**src/include/node_config.svh**
```systemverilog
`ifndef NODE_CONFIG_SVH
`define NODE_CONFIG_SVH

// node memory size in bytes
`define NODE_MEM_BYTES 1024

// table base addresses, all word aligned
`define FLAG_ADDR      16'h0002  // aggregation flag word
`define SINK_BASE      16'h0008  // known sink ids
`define NEIGHBOR_BASE  16'h0048  // neighbor ids
`define CLUSTER_BASE   16'h00C8  // cluster id per neighbor

// table sizes in entries
`define NUM_NEIGHBORS  64
`define NUM_SINKS      16

// every entry is one 16-bit word, low byte first
`define WORD_BYTES     2

// value the scanner stores in the flag word on a match
`define FLAG_SET_VALUE 16'h0001

`endif

```
**src/logic/node_pkg.sv**
```systemverilog
package node_pkg;

	// one data word: table entry, cluster id or flag
	typedef logic [15:0] node_word_t;

	// byte address into the node memory
	typedef logic [15:0] node_addr_t;

	// index into the 64-entry neighbor table
	typedef logic [5:0] neighbor_idx_t;

	// scanner FSM states
	typedef enum logic [2:0] {
		idle,           // waiting for start, neighbor 0 address on the bus
		read_neighbor,  // neighbor id arrives
		read_cluster,   // cluster id arrives
		compare_sink,   // one known sink per cycle
		write_flag,     // store the flag word
		finish          // done high until start drops
	} scan_state_t;

endpackage

```
**src/logic/aggregation_scanner.sv**
```systemverilog
`timescale 1ns/1ps
`include "node_config.svh"

module aggregation_scanner (
	input  logic                    clock,
	input  logic                    nrst,
	input  logic                    start,
	input  node_pkg::node_word_t    my_cluster_id,
	input  node_pkg::node_word_t    scan_rdata,
	output node_pkg::node_addr_t    scan_addr,
	output node_pkg::node_word_t    scan_wdata,
	output logic                    scan_wr_en,
	output logic                    done,
	output logic                    scan_busy,
	output logic                    for_aggregation,
	output node_pkg::neighbor_idx_t match_neighbor
);
	import node_pkg::*;

	localparam int SINK_W = $clog2(`NUM_SINKS);
	localparam neighbor_idx_t LAST_NEIGHBOR = neighbor_idx_t'(`NUM_NEIGHBORS - 1);
	localparam logic [SINK_W-1:0] LAST_SINK = SINK_W'(`NUM_SINKS - 1);

	scan_state_t       state;
	neighbor_idx_t     nbr_idx;
	logic [SINK_W-1:0] sink_idx;
	neighbor_idx_t     next_nbr;
	logic [SINK_W-1:0] next_sink;
	node_word_t        neighbor_id;
	node_word_t        cluster_id;
	logic              sink_hit;

	// byte address of entry idx in a word table
	function automatic node_addr_t entry_addr(input node_addr_t base, input neighbor_idx_t idx);
		return base + node_addr_t'(idx) * node_addr_t'(`WORD_BYTES);
	endfunction

	assign next_nbr  = nbr_idx + neighbor_idx_t'(1);
	assign next_sink = sink_idx + SINK_W'(1);

	// rdata holds sink sink_idx while in compare_sink
	assign sink_hit = (scan_rdata == neighbor_id) && (cluster_id != my_cluster_id);

	// address goes out one state ahead of the data it fetches
	always_comb begin
		scan_addr = node_addr_t'(`FLAG_ADDR);
		case (state)
			idle:          scan_addr = node_addr_t'(`NEIGHBOR_BASE);
			read_neighbor: scan_addr = entry_addr(`CLUSTER_BASE, nbr_idx);
			read_cluster:  scan_addr = entry_addr(`SINK_BASE, '0);
			compare_sink: begin
				if (sink_idx == LAST_SINK) begin
					scan_addr = entry_addr(`NEIGHBOR_BASE, next_nbr);  // prefetch next neighbor
				end else begin
					scan_addr = entry_addr(`SINK_BASE, neighbor_idx_t'(next_sink));
				end
			end
			default:       scan_addr = node_addr_t'(`FLAG_ADDR);
		endcase
	end

	assign scan_wr_en = (state == write_flag);
	assign scan_wdata = `FLAG_SET_VALUE;
	assign done       = (state == finish);
	assign scan_busy  = (state != idle) && (state != finish);

	// captured table entries for the current neighbor
	always_ff @(posedge clock) begin
		if (state == read_neighbor) begin
			neighbor_id <= scan_rdata;
		end
		if (state == read_cluster) begin
			cluster_id <= scan_rdata;
		end
	end

	always_ff @(posedge clock) begin
		if (!nrst) begin
			state           <= idle;
			nbr_idx         <= '0;
			sink_idx        <= '0;
			for_aggregation <= 1'b0;
			match_neighbor  <= '0;
		end else begin
			case (state)
				idle: begin
					if (start) begin
						nbr_idx         <= '0;
						sink_idx        <= '0;
						for_aggregation <= 1'b0;  // old results dropped on accept
						match_neighbor  <= '0;
						state           <= read_neighbor;
					end
				end
				read_neighbor: state <= read_cluster;
				read_cluster: begin
					sink_idx <= '0;
					state    <= compare_sink;
				end
				compare_sink: begin
					if (sink_hit) begin
						for_aggregation <= 1'b1;
						match_neighbor  <= nbr_idx;
						state           <= write_flag;
					end else if (sink_idx == LAST_SINK) begin
						sink_idx <= '0;
						if (nbr_idx == LAST_NEIGHBOR) begin
							state <= finish;  // table exhausted, no match
						end else begin
							nbr_idx <= next_nbr;
							state   <= read_neighbor;
						end
					end else begin
						sink_idx <= next_sink;
					end
				end
				write_flag: state <= finish;
				finish: begin
					if (!start) begin  // host released start
						state <= idle;
					end
				end
				default: state <= idle;
			endcase
		end
	end

	// a write only follows a sink hit and goes to the flag word
	flag_write_only: assert property (
		@(posedge clock) disable iff (!nrst)
		scan_wr_en |-> $past(state == compare_sink && sink_hit) && for_aggregation
			&& (scan_addr == node_addr_t'(`FLAG_ADDR))
	) else $error("scanner write without a sink hit or outside FLAG_ADDR");

	// four-phase: done only answers a held start
	done_follows_start: assert property (
		@(posedge clock) disable iff (!nrst)
		$rose(done) |-> start
	) else $error("done rose without start");

endmodule

```
**config.mk**
```make
export PLATFORM = sky130hd
export DESIGN_NAME = aggregation_scanner
export DESIGN_NICKNAME = d
export VERILOG_FILES = /design/src/logic/node_pkg.sv /design/src/logic/aggregation_scanner.sv
export VERILOG_INCLUDE_DIRS = /design/src /design/src/include
export SDC_FILE = /design/constraint.sdc
export NUM_CORES = 1
export LEC_CHECK = 0
export ABC_CLOCK_PERIOD_IN_PS = 6200
export BUFFER_PORTS_ARGS = -buffer_cell sky130_fd_sc_hd__buf_4
export CAP_MARGIN = 25
export CELL_PAD_IN_SITES_DETAIL_PLACEMENT = 1
export CELL_PAD_IN_SITES_GLOBAL_PLACEMENT = 1
export CORE_MARGIN = 4
export CORE_UTILIZATION = 43
export CTS_CLUSTER_DIAMETER = 40
export DETAILED_ROUTE_END_ITERATION = 6
export GPL_ROUTABILITY_DRIVEN = 0
export PLACE_DENSITY_LB_ADDON = 0.05
export SYNTH_ARGS = -nofsm -noshare
export SYNTH_HDL_FRONTEND = slang
export SYNTH_SLANG_ARGS = --single-unit
```
**constraint.sdc**
```tcl
create_clock -name clock -period 6.2 [get_ports clock]
set_input_delay 0.62 -clock clock [delete_from_list [all_inputs] [get_ports clock]]
set_output_delay 0.62 -clock clock [all_outputs]
set_load 0.1 [all_outputs]
```
# Word-level counts from Yosys, hierarchy flattened
# Cells that the tools add are included.
# W data, S select, Z words.
# totals
register_bits	52
inputBits	35
output_inout_bits	42
word_cells	61
# classes
n_addsub	5
eq_ne	17
mux	22
reduce_logical	10
# ops
operator	n
$pmux W9 S4	1
$mux W6	5
$pmux W6 S2	2
$pmux W3 S6	1
$eq A16 B16 Y1	1
$ne A16 B16 Y1	1
$mux W3	5
$mux W4	3
$ne A2 B2 Y1 const B	6
$pmux W4 S3	1
$add A8 B7 Y9 const A	1
$reduce_and A3 Y1	3
$add A7 B7 Y8 const A	1
$mux W8	1
$add A4 B5 Y6 const A	1
$add A6 B1 Y6 const B	1
$eq A3 B2 Y1 const B	2
$eq A3 B3 Y1 const B	2
$eq A6 B6 Y1 const B	1
$ne A3 B3 Y1 const B	2
$reduce_bool A3 Y1	2
$reduce_and A5 Y1	1
$add A4 B1 Y4 const B	1
$eq A4 B4 Y1 const B	1
other kinds (6)	8

# Logic depth before layout (Yosys ltp)
# logic_depth
word_depth	5
mapped_depth	7
ltp_nobuf	7

# Worst setup path before layout
# No wires, ideal clock.
# synth_path
path_kind	flip-flop to output port
startpoint	register nbr_idx[2]
endpoint	output scan_addr[4]
arrival_ns	3.632
t_required_ns	5.580
slack_ns	1.948
stages_incl_launch_ff	7
n_path_buf	1
cell_sequence	dfxtp_1 -> clkbuf_1 -> nand3_1 -> xnor2_1 -> ha_1 -> nand2_1 -> a311oi_1
# synth_via
elab_chain_cells	4
word_cells_on_any_way	5
classes_between	3 x add/sub; 2 x mux
# synth_lines
item	line_no	rtl
start: declaration	aggregation_scanner.sv:25	neighbor_idx_t nbr_idx;
start signal: assignment	aggregation_scanner.sv:110	nbr_idx <= next_nbr;
$add A6 B1 Y6	aggregation_scanner.sv:38	assign next_nbr = nbr_idx + neighbor_idx_t'(1);
$add A7 B7 Y8	aggregation_scanner.sv:35	return base + node_addr_t'(idx) * node_addr_t'(`WORD_BYTES);
$mux W8	aggregation_scanner.sv:52	if (sink_idx == LAST_SINK) begin
$pmux W9 S4 (*)	aggregation_scanner.sv:47	case (state)
end: declaration	aggregation_scanner.sv:10	output node_pkg::node_addr_t scan_addr,
# Mark *: on every way between the ends. The rest lies on a longest branch, timed or not.

# Worst setup path in the final report
# layout_path
startpoint	register state[1]
endpoint	output scan_addr[3]
# layout_via
elab_chain_cells	2
word_cells_on_any_way	5
classes_between	3 x eq/ne; 1 x mux; 1 x reduce/logical
# layout_lines
item	line_no	rtl
start: declaration	aggregation_scanner.sv:24	scan_state_t state;
start signal: assignment	aggregation_scanner.sv:79	state <= idle;
start signal: assignment	aggregation_scanner.sv:92	state <= read_neighbor;
start signal: assignment	aggregation_scanner.sv:95	read_neighbor: state <= read_cluster;
$eq A3 B2 Y1, or another cell as far along	aggregation_scanner.sv:47	
$pmux W9 S4 (*)	aggregation_scanner.sv:47	
# Marked as above.

==> summary.txt <==
Status
  – Status: finished clean

Worst setup path
  – CP top delay family: simple AND/OR/NAND/NOR gates
  – Arr. time, crit path: around 2.6 ns
  – FF-to-FF Start: state[1]
  – CP max FO: 22
  – Slowest cell on crit path: dfxtp_1
  – Crit path launch type: flop
  – Reg2reg setup slack: 3.57 ns
  – Crit-path most repeated cell: nor2_1
  – Slowest Stage Delay on Critical Path: roughly 0.84 ns
  – Cells along the critical path: nand2_1, or2_2, a211oi_1, nor2_1, nor2_1, buf_4
  – Crit path kind: flop to output port
  – FF-to-FF End: nbr_idx[2]
  – Reg2reg path depth: 6
  – Critical Path RT: ~5.6 ns
  – Critical Path Sink Type: output port
  – WP buf/inv: 1

Route
  – Avg WL per Cell: ~17 um
  – Vias/cell: between 5 and 6
  – DRT antenna net count: 0
  – Initial DRC Count: roughly 100
  – DRT Wirelength: ~7000 um
  – Drt pass-1 iters: 4
  – DRC Markers: 0
  – Vias: 2172

Die
  – Rows: 29
  – Core area: ~6500 um^2
  – Initial Utilization: 44.9%
  – Ports: just under 80
  – Area of the die: ~8100 um^2
  – Die width: approximately 90 um
  – Die outline height: 90.1 um

Yosys
  – Yosys warning total: 0
  – Flops & latches, synth: between 50 and 60
  – Yosys top cell by area: edfxtp_1
  – Seq/Total Area, Yosys: between 40 and 50%
  – EDFF count, synth: 32
  – Synth Cell Area: roughly 2900 um^2
  – Avg Inst Size Synth: slightly above 10 um^2
  – Count of cell types in the netlist: between 40 and 50
  – Largest cells by area after synthesis: edfxtp_1 33%, dfxtp_1 14%, buf_4 6.5%
  – Most used DFF post-synth: edfxtp_1
  – FFs w/ async S/R, synth: 0%
  – Syn Inst Count: between 200 and 300
  – Synth top area share: between 30% and 40%

Power and ir drop
  – Pleak: 1.28 nW
  – Logic pwr share: roughly 23%
  – Power Dens Cells: 230 nW/um^2
  – Sequential share of power: roughly 52%
  – Total power: approximately 0.77 mW
  – Clock share of power: about a quarter
  – Peak supply drop: ~0.18 mV
  – Pint: 0.507 mW
  – Sw Ratio: about a third
  – Net switching power: 0.262 mW

Clocking
  – Cts bufs inserted: 5
  – Reg clk slew, reported paths: approximately 0.10 ns
  – CTS Hold Bufs: 0
  – Clock Tree Root: clkbuf_8
  – CTS HTree Levels: 2
  – Post-CTS resize count: 0
  – Sink Count: 52
  – Clock Tree Buf Depth: 2
  – CTS tree: built
  – Worst-skew pair later-pin latency: ~0.30 ns
  – Post-CTS Setup Repair Bufs: 0

Layout
  – Final instance area: 3340 um^2
  – Layout Nets: roughly 370
  – Final core utilization: between 50% and 60%
  – FILL cells: 732
  – Commonest non-fill, non-tap cell in the layout: buf_4
  – Layout cells sized above 1: between 20% and 30%
  – Most frequent cells in the layout: 54 x buf_4, 32 x edfxtp_1, 27 x nand2_1
  – Non-filler cells, final: 406
  – Area Overhead vs Synth: 15.1%
  – Antenna cells: 0

Min path
  – Hold Startpoint: match_neighbor[2]
  – Hold path cells: 2
  – Hold EP: match_neighbor[2]
  – Min-Delay Path Class: flop to flop

Timing
  – Final min period: between 3 and 4 ns
  – Final worst slack: just over 3 ns
  – Crit share post-route: between 50% and 60%
  – Final Hold Vio Count: 0
  – Fin Setup TNS: 0 ns
  – Worst Tran Pin Value: about 0.77 ns
  – Peak Freq: roughly 320 MHz
  – Layout Skew: 0.00790 ns
  – RSZ-0062 raised after global routing: no
  – Final max-slew violation count: 0
  – Final setup viols: 0
  – Headroom to the max-slew limit: between 40% and 50%
  – Final hold slack: 0.486 ns

Global routing
  – GRT Total Usage: around 17%
  – First-pass GRT wire length: about 11000 um
  – Grt total ovfl: 0
  – Largest net degree at the start of global routing: 23
  – Vias in the first global route: between 2000 and 2500
  – Initial antenna violation count: 0

Run
  – Max Cap Viol: 0

Placement
  – Area after DPL: 3250 um^2
  – Placed cell count: roughly 400
  – Detailed placement HPWL: roughly 5200 um
  – Pre-CTS WS: between 3 and 4 ns
  – Number of buffers added on ports: 52
==> power by group through the flow <==
stage,clock network (mW),registers [mW],logic [mW]
6_report,0.197,0.398,0.174
3_5_place_dp,0,0.406,0.175
3_3_place_gp,0,0.405,0.173
5_1_grt,0.220,0.400,0.184
4_1_cts,0.205,0.398,0.176
2_1_floorplan,0,0.399,0.148
==> flip-flops by register name (all words and copies together), names as in the netlist <==
register and cells:
for_aggregation 1, state 3, nbr_idx 6, cluster_id 16, neighbor_id 16, sink_idx 4, match_neighbor 6
==> worst reg2reg max path, cell delays in order (launching register included) <==
cell and delay, ns:
dfxtp_1 0.84, nand2_1 0.24, nor2_2 0.45, nand2_2 0.22, or4b_1 0.55, o22ai_1 0.15
o211a_1 0.15
==> cell type report <==
class	instances	area, um^2	share of cell area (%)
timing repair buffer	54	405	12.1
tap	77	96.3	2.89
clock inverter	3	21.3	0.637
sequential	52	1360	40.8
clock buffer	5	68.8	2.06
multi-input combinational	213	1380	41.2
inverter	2	7.51	0.225
==> cell families after synthesis <==
logic type / count (synthesis) / share of synthesized area [%]
buf+inv: 41 / 8.63
other cells: 2 / 0.259
simple gates: 92 / 17.6
mux: 3 / 1.04
flops: 52 / 46.9
compound gates: 47 / 10.7
fa+ha+maj: 5 / 2.16
xor+xnor: 42 / 12.7
==> synth_stat cells, types with 4 or more instances <==
cell / count
edfxtp_1: 32
nand2_1: 27
buf_4: 25
xnor2_1: 21
xor2_1: 21
dfxtp_1: 20
a21oi_1: 16
nor2_1: 16
clkbuf_1: 12
nand3b_1: 8
nand3_1: 6
nand4_1: 6
ha_1: 5
o21ai_0: 5
or4_1: 5
a31oi_1: 4
nor4_2: 4
==> routing by layer <==
metal	GRT usage [%]	vias to the layer above	share of wire (%)
met3	4.26	12	5.1
li1	-	1056	-
met5	0	-	0
met4	4.97	0	1.6
met1	23.1	1041	48
met2	27.8	63	46
==> worst max-delay path by stage <==
stage	slack, ns	start	end	cells after the start
finish	3.03	state[1]	scan_addr[3]	6
global route	2.79	state[1]	scan_addr[3]	6
CTS	3.06	state[1]	scan_addr[3]	6
detailed placement	3.41	state[1]	scan_addr[3]	6
global placement	3.43	state[1]	scan_addr[3]	6
floorplan	1.95	nbr_idx[2]	scan_addr[4]	6
(Power assumes the default switching activity.)
